## src/common/armCtrlPkg.sv

```systemverilog
`default_nettype none

package armCtrlPkg;

  // Condition field encodings
  localparam logic [3:0] condEq = 4'b0000;
  localparam logic [3:0] condNe = 4'b0001;
  localparam logic [3:0] condCs = 4'b0010;
  localparam logic [3:0] condCc = 4'b0011;
  localparam logic [3:0] condMi = 4'b0100;
  localparam logic [3:0] condPl = 4'b0101;
  localparam logic [3:0] condVs = 4'b0110;
  localparam logic [3:0] condVc = 4'b0111;
  localparam logic [3:0] condHi = 4'b1000;
  localparam logic [3:0] condLs = 4'b1001;
  localparam logic [3:0] condGe = 4'b1010;
  localparam logic [3:0] condLt = 4'b1011;
  localparam logic [3:0] condGt = 4'b1100;
  localparam logic [3:0] condLe = 4'b1101;
  localparam logic [3:0] condAl = 4'b1110;

  // Instruction class, bits 27:26
  localparam logic [1:0] opDp     = 2'b00;
  localparam logic [1:0] opMem    = 2'b01;
  localparam logic [1:0] opBranch = 2'b10;

  // Data-processing commands, bits 24:21
  localparam logic [3:0] cmdAnd = 4'b0000;
  localparam logic [3:0] cmdEor = 4'b0001;
  localparam logic [3:0] cmdSub = 4'b0010;
  localparam logic [3:0] cmdRsb = 4'b0011;
  localparam logic [3:0] cmdAdd = 4'b0100;
  localparam logic [3:0] cmdAdc = 4'b0101;
  localparam logic [3:0] cmdSbc = 4'b0110;
  localparam logic [3:0] cmdRsc = 4'b0111;
  localparam logic [3:0] cmdTst = 4'b1000;
  localparam logic [3:0] cmdTeq = 4'b1001;
  localparam logic [3:0] cmdCmp = 4'b1010;
  localparam logic [3:0] cmdCmn = 4'b1011;
  localparam logic [3:0] cmdOrr = 4'b1100;
  localparam logic [3:0] cmdMov = 4'b1101;
  localparam logic [3:0] cmdBic = 4'b1110;
  localparam logic [3:0] cmdMvn = 4'b1111;

  typedef struct packed {
    logic [3:0]  cond;
    logic [1:0]  op;
    logic        imm;
    logic [3:0]  cmd;
    logic        s;
    logic [3:0]  rn;
    logic [3:0]  rd;
    logic [11:0] operand2;  // Rm in bits 3:0 for the register form
  } dpFmt;

  typedef struct packed {
    logic [3:0]  cond;
    logic [1:0]  op;
    logic        imm;
    logic        p;
    logic        u;
    logic        b;
    logic        w;
    logic        l;  // Set for LDR
    logic [3:0]  rn;
    logic [3:0]  rd;
    logic [11:0] offset;
  } memFmt;

  typedef union packed {
    dpFmt  dp;
    memFmt mem;
  } instrWord;

  typedef struct packed {
    logic neg;
    logic zero;
    logic carry;
    logic overflow;
  } flagsT;

  typedef struct packed {
    logic [1:0] flagWrite;  // NZ in bit 1, CV in bit 0
    logic       branch;
    logic       memWrite;
    logic       regWrite;
    logic       pcSrc;
    logic       memtoReg;
    logic       aluSrc;
    logic [3:0] aluControl;
    logic [3:0] cond;
  } decodeCtrl;

  typedef struct packed {
    logic memWrite;
    logic memtoReg;
    logic regWrite;
    logic pcSrc;
  } memCtrl;

  typedef struct packed {
    logic memtoReg;
    logic regWrite;
    logic pcSrc;
  } wbCtrl;

  typedef enum logic [1:0] {
    none    = 2'b00,
    fromWb  = 2'b01,
    fromMem = 2'b10
  } fwdSel;

endpackage

`default_nettype wire

```

## src/controller/instrDecoder.sv

```systemverilog
`default_nettype none
`timescale 1ns/1ps

module instrDecoder (
  input  wire armCtrlPkg::instrWord instrD,
  output logic [1:0]                regSrcD,
  output logic [1:0]                immSrcD,
  output logic                      pcSrcD,
  output armCtrlPkg::decodeCtrl     ctrlD
);

  logic isCompare;
  logic isArith;

  // TST, TEQ, CMP and CMN only set flags
  assign isCompare = (instrD.dp.cmd[3:2] == 2'b10);

  assign isArith = instrD.dp.cmd inside {
    armCtrlPkg::cmdAdd, armCtrlPkg::cmdSub, armCtrlPkg::cmdRsb, armCtrlPkg::cmdAdc,
    armCtrlPkg::cmdSbc, armCtrlPkg::cmdRsc, armCtrlPkg::cmdCmp, armCtrlPkg::cmdCmn
  };

  always_comb begin
    ctrlD = '0;
    regSrcD = 2'b00;
    immSrcD = 2'b00;
    ctrlD.cond = instrD.dp.cond;
    ctrlD.aluControl = armCtrlPkg::cmdAdd;  // Address and target adds
    case (instrD.dp.op)
      armCtrlPkg::opDp: begin
        ctrlD.aluSrc = instrD.dp.imm;
        ctrlD.regWrite = ~isCompare;
        ctrlD.aluControl = instrD.dp.cmd;
        ctrlD.flagWrite = {instrD.dp.s, instrD.dp.s & isArith};
      end
      armCtrlPkg::opMem: begin
        immSrcD = 2'b01;  // 12-bit offset
        ctrlD.aluSrc = 1'b1;
        if (instrD.mem.l) begin
          ctrlD.memtoReg = 1'b1;
          ctrlD.regWrite = 1'b1;
        end else begin
          regSrcD = 2'b10;  // STR reads Rd as store data
          ctrlD.memWrite = 1'b1;
        end
      end
      armCtrlPkg::opBranch: begin
        regSrcD = 2'b01;  // Base is the PC
        immSrcD = 2'b10;  // 24-bit word offset
        ctrlD.aluSrc = 1'b1;
        ctrlD.branch = 1'b1;
      end
      default: begin
        ctrlD = '0;
      end
    endcase
    // Any write to R15 redirects fetch
    ctrlD.pcSrc = (ctrlD.regWrite && instrD.dp.rd == 4'd15) || ctrlD.branch;
  end

  assign pcSrcD = ctrlD.pcSrc;

  // Op 2'b11 covers coprocessor and SWI, none of which this core runs
  always_comb begin
    assert (instrD.dp.op !== 2'b11)
      else $error("Unimplemented op field %b in Decode", instrD.dp.op);
  end

endmodule

`default_nettype wire

```

## src/controller/condUnit.sv

```systemverilog
`default_nettype none
`timescale 1ns/1ps

module condUnit (
  input  wire logic              clk,
  input  wire logic              rst,
  input  wire logic [3:0]        cond,
  input  wire logic [1:0]        flagWrite,
  input  wire armCtrlPkg::flagsT aluFlags,
  output logic                   condEx,
  output armCtrlPkg::flagsT      flags
);

  armCtrlPkg::flagsT flagsNext;
  logic ge;

  assign ge = (flags.neg == flags.overflow);  // Signed greater or equal

  always_comb begin
    case (cond)
      armCtrlPkg::condEq: condEx = flags.zero;
      armCtrlPkg::condNe: condEx = ~flags.zero;
      armCtrlPkg::condCs: condEx = flags.carry;
      armCtrlPkg::condCc: condEx = ~flags.carry;
      armCtrlPkg::condMi: condEx = flags.neg;
      armCtrlPkg::condPl: condEx = ~flags.neg;
      armCtrlPkg::condVs: condEx = flags.overflow;
      armCtrlPkg::condVc: condEx = ~flags.overflow;
      armCtrlPkg::condHi: condEx = flags.carry & ~flags.zero;
      armCtrlPkg::condLs: condEx = ~(flags.carry & ~flags.zero);
      armCtrlPkg::condGe: condEx = ge;
      armCtrlPkg::condLt: condEx = ~ge;
      armCtrlPkg::condGt: condEx = ~flags.zero & ge;
      armCtrlPkg::condLe: condEx = ~(~flags.zero & ge);
      armCtrlPkg::condAl: condEx = 1'b1;
      default:            condEx = 1'b0;  // Reserved encoding never executes
    endcase
  end

  // NZ and CV load independently
  always_comb begin
    flagsNext = flags;
    if (flagWrite[1] && condEx) begin
      flagsNext.neg = aluFlags.neg;
      flagsNext.zero = aluFlags.zero;
    end
    if (flagWrite[0] && condEx) begin
      flagsNext.carry = aluFlags.carry;
      flagsNext.overflow = aluFlags.overflow;
    end
  end

  always_ff @(posedge clk) begin
    if (rst) begin
      flags <= '0;
    end else begin
      flags <= flagsNext;  // Loads at the edge that ends Execute
    end
  end

endmodule

`default_nettype wire

```

## src/controller/ctrlPipeline.sv

```systemverilog
`default_nettype none
`timescale 1ns/1ps

module ctrlPipeline (
  input  wire logic                  clk,
  input  wire logic                  rst,
  input  wire armCtrlPkg::decodeCtrl ctrlD,
  input  wire logic                  flushE,
  input  wire armCtrlPkg::flagsT     aluFlagsE,
  output logic                       aluSrcE,
  output logic [3:0]                 aluControlE,
  output logic                       branchTakenE,
  output logic                       carryInE,
  output logic                       memtoRegE,
  output logic                       pcSrcE,
  output logic                       memWriteM,
  output logic                       regWriteM,
  output logic                       pcSrcM,
  output logic                       memtoRegW,
  output logic                       regWriteW,
  output logic                       pcSrcW
);

  armCtrlPkg::decodeCtrl ctrlE;
  armCtrlPkg::memCtrl    memE;
  armCtrlPkg::memCtrl    memM;
  armCtrlPkg::wbCtrl     wbW;
  armCtrlPkg::flagsT     flagsE;
  logic                  condExE;

  // Execute register, a flush turns the slot into a bubble
  always_ff @(posedge clk) begin
    if (rst || flushE) begin
      ctrlE <= '0;
    end else begin
      ctrlE <= ctrlD;
    end
  end

  condUnit condCheck (
    .clk       (clk),
    .rst       (rst),
    .cond      (ctrlE.cond),
    .flagWrite (ctrlE.flagWrite),
    .aluFlags  (aluFlagsE),
    .condEx    (condExE),
    .flags     (flagsE)
  );

  assign aluSrcE = ctrlE.aluSrc;
  assign aluControlE = ctrlE.aluControl;
  assign memtoRegE = ctrlE.memtoReg;
  assign pcSrcE = ctrlE.pcSrc;  // Ungated, used for fetch hazard
  assign branchTakenE = ctrlE.branch & condExE;
  assign carryInE = flagsE.carry;  // For ADC, SBC and RSC

  // Side effects only leave Execute when the condition passes
  assign memE.memWrite = ctrlE.memWrite & condExE;
  assign memE.memtoReg = ctrlE.memtoReg;
  assign memE.regWrite = ctrlE.regWrite & condExE;
  assign memE.pcSrc = ctrlE.pcSrc & condExE;

  always_ff @(posedge clk) begin
    if (rst) begin
      memM <= '0;
    end else begin
      memM <= memE;
    end
  end

  always_ff @(posedge clk) begin
    if (rst) begin
      wbW <= '0;
    end else begin
      wbW.memtoReg <= memM.memtoReg;
      wbW.regWrite <= memM.regWrite;
      wbW.pcSrc <= memM.pcSrc;
    end
  end

  assign memWriteM = memM.memWrite;
  assign regWriteM = memM.regWrite;
  assign pcSrcM = memM.pcSrc;
  assign memtoRegW = wbW.memtoReg;
  assign regWriteW = wbW.regWrite;
  assign pcSrcW = wbW.pcSrc;

  // A store never also loads into the register file
  assert property (@(posedge clk) disable iff (rst)
    !(memWriteM && regWriteM && memM.memtoReg))
    else $error("Store and load both active in Memory");

endmodule

`default_nettype wire

```

## src/logic/hazardUnit.sv

```systemverilog
`default_nettype none
`timescale 1ns/1ps

module hazardUnit (
  input  wire logic                 clk,
  input  wire logic                 rst,
  input  wire armCtrlPkg::instrWord instrD,
  input  wire logic                 memtoRegE,
  input  wire logic                 regWriteM,
  input  wire logic                 regWriteW,
  input  wire logic                 pcSrcD,
  input  wire logic                 pcSrcE,
  input  wire logic                 pcSrcM,
  input  wire logic                 branchTakenE,
  output logic                      stallF,
  output logic                      stallD,
  output logic                      flushD,
  output logic                      flushE,
  output armCtrlPkg::fwdSel         forwardAE,
  output armCtrlPkg::fwdSel         forwardBE
);

  logic [3:0] src1D, src2D;
  logic       use1D, use2D;
  logic [3:0] src1E, src2E;
  logic       use1E, use2E;
  logic [3:0] wa3E, wa3M, wa3W;
  logic       ldrStallD;
  logic       pcWrPendingF;

  // Second source is Rm for DP register form, Rd for STR
  assign src1D = instrD.dp.rn;
  assign src2D = (instrD.dp.op == armCtrlPkg::opMem) ? instrD.mem.rd : instrD.dp.operand2[3:0];

  // R15 reads come from the PC, never from forwarding
  assign use1D = (instrD.dp.op == armCtrlPkg::opDp || instrD.dp.op == armCtrlPkg::opMem)
                 && src1D != 4'd15;
  assign use2D = ((instrD.dp.op == armCtrlPkg::opDp && !instrD.dp.imm)
                 || (instrD.dp.op == armCtrlPkg::opMem && !instrD.mem.l))
                 && src2D != 4'd15;

  always_ff @(posedge clk) begin
    if (rst) begin
      src1E <= '0;
      src2E <= '0;
      use1E <= 1'b0;
      use2E <= 1'b0;
      wa3E <= '0;
      wa3M <= '0;
      wa3W <= '0;
    end else begin
      src1E <= src1D;
      src2E <= src2D;
      use1E <= use1D & ~flushE;  // Bubble reads nothing
      use2E <= use2D & ~flushE;
      wa3E <= instrD.dp.rd;
      wa3M <= wa3E;
      wa3W <= wa3M;
    end
  end

  function automatic armCtrlPkg::fwdSel pickFwd(input logic [3:0] src, input logic used);
    if (used && regWriteM && src == wa3M) begin
      return armCtrlPkg::fromMem;  // Newest value wins
    end else if (used && regWriteW && src == wa3W) begin
      return armCtrlPkg::fromWb;
    end
    return armCtrlPkg::none;
  endfunction

  assign forwardAE = pickFwd(src1E, use1E);
  assign forwardBE = pickFwd(src2E, use2E);

  assign ldrStallD = memtoRegE && ((use1D && src1D == wa3E) || (use2D && src2D == wa3E));
  assign pcWrPendingF = pcSrcD | pcSrcE | pcSrcM;

  assign stallF = ldrStallD | pcWrPendingF;
  assign stallD = ldrStallD;
  // A stalled Decode keeps its instruction
  assign flushD = ~ldrStallD & (pcWrPendingF | branchTakenE);
  assign flushE = ldrStallD | branchTakenE;

  // Load moves on to Memory, so the stall lasts one cycle only
  assert property (@(posedge clk) disable iff (rst) stallD |=> !stallD)
    else $error("Load-use stall lasted more than one cycle");

endmodule

`default_nettype wire

```

## src/controller/armControl.sv

```systemverilog
`default_nettype none
`timescale 1ns/1ps

module armControl (
  input  wire logic                 clk,
  input  wire logic                 rst,
  input  wire armCtrlPkg::instrWord instrD,
  input  wire armCtrlPkg::flagsT    aluFlagsE,
  output logic [1:0]                regSrcD,
  output logic [1:0]                immSrcD,
  output logic                      aluSrcE,
  output logic [3:0]                aluControlE,
  output logic                      branchTakenE,
  output logic                      carryInE,
  output logic                      memWriteM,
  output logic                      memtoRegW,
  output logic                      regWriteW,
  output logic                      pcSrcW,
  output logic                      stallF,
  output logic                      stallD,
  output logic                      flushD,
  output armCtrlPkg::fwdSel         forwardAE,
  output armCtrlPkg::fwdSel         forwardBE
);

  armCtrlPkg::decodeCtrl ctrlD;
  logic                  pcSrcD;
  logic                  flushE;
  logic                  memtoRegE;
  logic                  pcSrcE;
  logic                  pcSrcM;
  logic                  regWriteM;

  instrDecoder decoder (
    .instrD  (instrD),
    .regSrcD (regSrcD),
    .immSrcD (immSrcD),
    .pcSrcD  (pcSrcD),
    .ctrlD   (ctrlD)
  );

  ctrlPipeline pipeline (
    .clk          (clk),
    .rst          (rst),
    .ctrlD        (ctrlD),
    .flushE       (flushE),
    .aluFlagsE    (aluFlagsE),
    .aluSrcE      (aluSrcE),
    .aluControlE  (aluControlE),
    .branchTakenE (branchTakenE),
    .carryInE     (carryInE),
    .memtoRegE    (memtoRegE),
    .pcSrcE       (pcSrcE),
    .memWriteM    (memWriteM),
    .regWriteM    (regWriteM),
    .pcSrcM       (pcSrcM),
    .memtoRegW    (memtoRegW),
    .regWriteW    (regWriteW),
    .pcSrcW       (pcSrcW)
  );

  hazardUnit hazards (
    .clk          (clk),
    .rst          (rst),
    .instrD       (instrD),
    .memtoRegE    (memtoRegE),
    .regWriteM    (regWriteM),
    .regWriteW    (regWriteW),
    .pcSrcD       (pcSrcD),
    .pcSrcE       (pcSrcE),
    .pcSrcM       (pcSrcM),
    .branchTakenE (branchTakenE),
    .stallF       (stallF),
    .stallD       (stallD),
    .flushD       (flushD),
    .flushE       (flushE),
    .forwardAE    (forwardAE),
    .forwardBE    (forwardBE)
  );

endmodule

`default_nettype wire

```

## config.mk

```make
export PLATFORM = sky130hd
export DESIGN_NAME = armControl
export DESIGN_NICKNAME = d
export VERILOG_FILES = /design/src/common/armCtrlPkg.sv /design/src/controller/instrDecoder.sv /design/src/controller/condUnit.sv /design/src/controller/ctrlPipeline.sv /design/src/logic/hazardUnit.sv /design/src/controller/armControl.sv
export SDC_FILE = /design/constraint.sdc
export NUM_CORES = 1
export LEC_CHECK = 0
export BUFFER_PORTS_ARGS = -buffer_cell sky130_fd_sc_hd__buf_2
export CAP_MARGIN = 10
export CORE_MARGIN = 4
export CORE_UTILIZATION = 50
export DETAILED_ROUTE_END_ITERATION = 16
export HOLD_SLACK_MARGIN = 0.1
export PLACE_DENSITY = 0.87
export SLEW_MARGIN = 20
export SYNTH_ARGS = -nofsm -noshare
export SYNTH_HDL_FRONTEND = slang
export SYNTH_SLANG_ARGS = --single-unit
```

## constraint.sdc

```tcl
create_clock -name clk -period 4.9 [get_ports clk]
set_input_delay 1.47 -clock clk [delete_from_list [all_inputs] [get_ports clk]]
set_output_delay 1.47 -clock clk [all_outputs]
set_load 0.02 [all_outputs]
```

==> metrics.md <==
| Metric | Value |
|---|---|
| Detailed placement HPWL | `3434 um` |
| Critical path type | `in -> out` |
| Port buffer count | `roughly 50` |
| Clk root buf | `clkbuf_8` |
| First-pass GRT wire length | `7562 um` |
| Crit path max fanout | `10` |
| Largest net degree at the start of global routing | `49` |
| Cell area after synthesis | `2296 um^2` |
| DRC | `0` |
| Vias/cell | `5.210` |
| Mapped Nets | `~270` |
| Register area share after synthesis | `42.72%` |
| Worst-path clk slew | `0.08 ns` |
| Setup repair bufs after CTS | `0` |
| Congestion Overflow GR | `0` |
| Final-report setup violation count | `0` |
| FP Rows | `24` |
| Final worst-path cycle share | `97.74%` |
| PwrDens | `287.1 nW/um^2` |
| Number of synthesized flops with an enable pin | `0` |
| Crit path DAT | `3.32 ns` |
| I/O pins | `60` |
| Slew margin rel. | `46.57%` |
| #FFs+latches synth | `49` |
| Core footprint | `4414 um^2` |
| Clk sinks | `49` |
| RSZ-0062 raised after global routing | `false` |
| Endpoint class of the critical path | `output port` |
| Synth warnings | `0` |
| Layout cells sized above 1 | `approximately 28%` |
| Fin Hold WS | `0.4500 ns` |
| Number of distinct library cells after synthesis | `44` |
| CTS Buffer Depth | `2` |
| Die area | `5740 um^2` |
| Avg Cell Area, Syn | `9.896 um^2` |
| # H-tree levels | `2` |
| Detailed Route WL | `around 4500 um` |
| Nets | `317` |
| All-Layer GR Usage | `17.22%` |
| Initial DRC Count | `74` |
| Final Hold Fails | `0` |
| Clock skew | `approximately 0.0072 ns` |
| Setup TNS | `0 ns` |
| Worst reg2reg path startpoint | `pipeline.ctrlE[1]` |
| Mapped Cells | `between 200 and 250` |
| Antenna cell count | `0` |
| Vias in the first global route | `1666` |
| Min-Delay Startpoint | `pipeline.memM[2]` |
| Synth-to-layout area growth | `13.90%` |
| Largest cells by area after synthesis | `dfxtp_1 43%, xnor2_1 6.1%, nor2b_1 6.0%` |
| Final Max Slew Viols | `0` |
| Share of the synthesized area in the top cell type | `42.72%` |
| Final Critical Period | `4.789 ns` |
| Worst-Skew Late Latency | `0.30 ns` |
| Max Freq | `0.2088 GHz` |
| Synth Flop Type | `dfxtp_1` |
| Critical Path Start | `instrD[27]` |
| First drt pass iteration count | `4` |
| Resized Gates After CTS | `0` |
| CTS tree | `yes` |
| Max_cap viols | `0` |
| Chip Width | `75.77 um` |
| Area leader, netlist | `dfxtp_1` |
| Die Ht | `75.77 um` |
| Total power | `0.7509 mW` |
| Async SR Flop Fraction | `0%` |
| WL per Instance | `13.69 um` |
| Most frequent cell after synthesis | `dfxtp_1` |
| Crit path launch type | `input port` |
| Min-delay worst type | `reg -> reg` |
| Inserted Clock Buffers | `5` |
| Antenna viol nets, final | `0` |
| Leakage | `1.081 nW` |
| CTS Hold Buffers Added | `0` |
| Initial antenna violation count | `0` |
| WP data required | `3.43 ns` |
| GP Congestion | `0.8369` |
| Worst slew pin tran | `0.8014 ns` |
| Most frequent cells after synthesis | `49 x dfxtp_1, 22 x nor2b_1, 16 x xnor2_1, 11 x nand2_1` |
| Status | `finished, final reports clean` |
| Maximum VDD drop | `0.1770 mV` |
| Vias | `1709` |
| Starting density of the core | `a little over half` |
==> path summary, 6_finish.rpt <==
path	to	slack (ns)	cells after the start
setup / recovery	stallF	0.11	9
hold / removal	pipeline.memtoRegW	0.45	1
setup reg to reg	pipeline.ctrlE[11]	2.90	6
hold reg to reg	pipeline.memtoRegW	0.45	1
==> cell families (layout without fill, tap and decap cells) <==
family                   after synthesis  in the layout  share of synthesized area (%)
XOR/XNOR                              24             24                          9.155
adder cells (fa/ha/maj)                4              4                          2.180
AO/OA/AOI/OAI                         20             20                          6.703
buffers and inverters                 26             70                          6.758
AND/OR/NAND/NOR                       98             98                          27.14
multiplexers                          11             11                          5.341
flip-flops                            49             49                          42.72
==> placed cells by master (no fill, tap or decap), types with 2 or more instances in the layout <==
cell / netlist / final
a21boi_2: 2 / 2
nor4b_1: 3 / 3
and2_1: 2 / 2
xor2_1: 8 / 8
nor3_1: 4 / 4
a21oi_1: 5 / 5
inv_1: 8 / 8
nor3_2: 5 / 5
nand3b_1: 4 / 4
mux2i_1: 10 / 10
nand2b_1: 10 / 10
clkbuf_8: 0 / 5
nor4_1: 7 / 7
xnor2_1: 16 / 16
buf_4: 7 / 2
nand2_1: 11 / 11
nor3b_1: 4 / 4
nor2_1: 7 / 7
nor4_2: 4 / 4
o21ai_0: 3 / 3
nor2b_1: 22 / 22
clkinv_2: 0 / 2
and4_1: 2 / 2
buf_2: 2 / 51
dfxtp_1: 49 / 49
o211ai_1: 2 / 2
ha_1: 4 / 4
nand3_1: 8 / 8
==> flip-flops by register name, summed over array words and instances, names as in the netlist, 4 cells and up <==
register,count
hazards.src1E,4
hazards.src2E,4
hazards.wa3E,4
hazards.wa3M,4
hazards.wa3W,4
pipeline.aluControlE,4
pipeline.condCheck.flags,4
pipeline.ctrlE,9
==> layout make-up <==
| type | instances | area (um^2) |
|---|---|---|
| fill | 359 | 1799 |
| multi-input combinational | 157 | 1174 |
| sequential | 49 | 980.9 |
| timing repair buffer | 53 | 270.3 |
| clock buffer | 5 | 68.82 |
| tap | 52 | 65.06 |
| inverter | 9 | 38.79 |
| clock inverter | 3 | 17.52 |
==> per-stage QoR <==
| stage | cells | worst slack [ns] | area [um^2] | utilization (%) |
|---|---|---|---|---|
| after floorplan | 232 | 0.1025 | 2296 | - |
| final | 328 | 0.1107 | 2615 | 59.24 |
| after detailed placement | 320 | 0.09663 | 2529 | 57.28 |
| after CTS | 328 | 0.09256 | 2615 | 59.24 |
| after global routing | 328 | 0.008257 | 2615 | 59.24 |
| after global placement | 320 | 0.1887 | 2529 | 57.28 |
==> worst max-delay path: stages <==
cell and delay (ns):
buf_2 0.12, inv_1 0.07, ha_1 0.39, mux2i_1 0.33
xor2_1 0.19, nand2_1 0.12, o31ai_4 0.32, nand3b_1 0.14
buf_2 0.16
==> metal layers <==
layer	track usage [%]	wire length (um)	vias up	share of wire (%)
li1	-	-	871	-
met1	21.51	1988	784	44
met2	28.61	2165	47	48
met3	4.617	261	7	5.8
met4	5.825	76	0	1.7
met5	0	0	-	0
==> power breakdown <==
group	switching (mW)	internal, mW
logic	0.0516	0.0444
registers	0.0132	0.414
clock network	0.129	0.0986
total	0.194	0.557
Note: power is estimated with default switching activity, not from simulation.
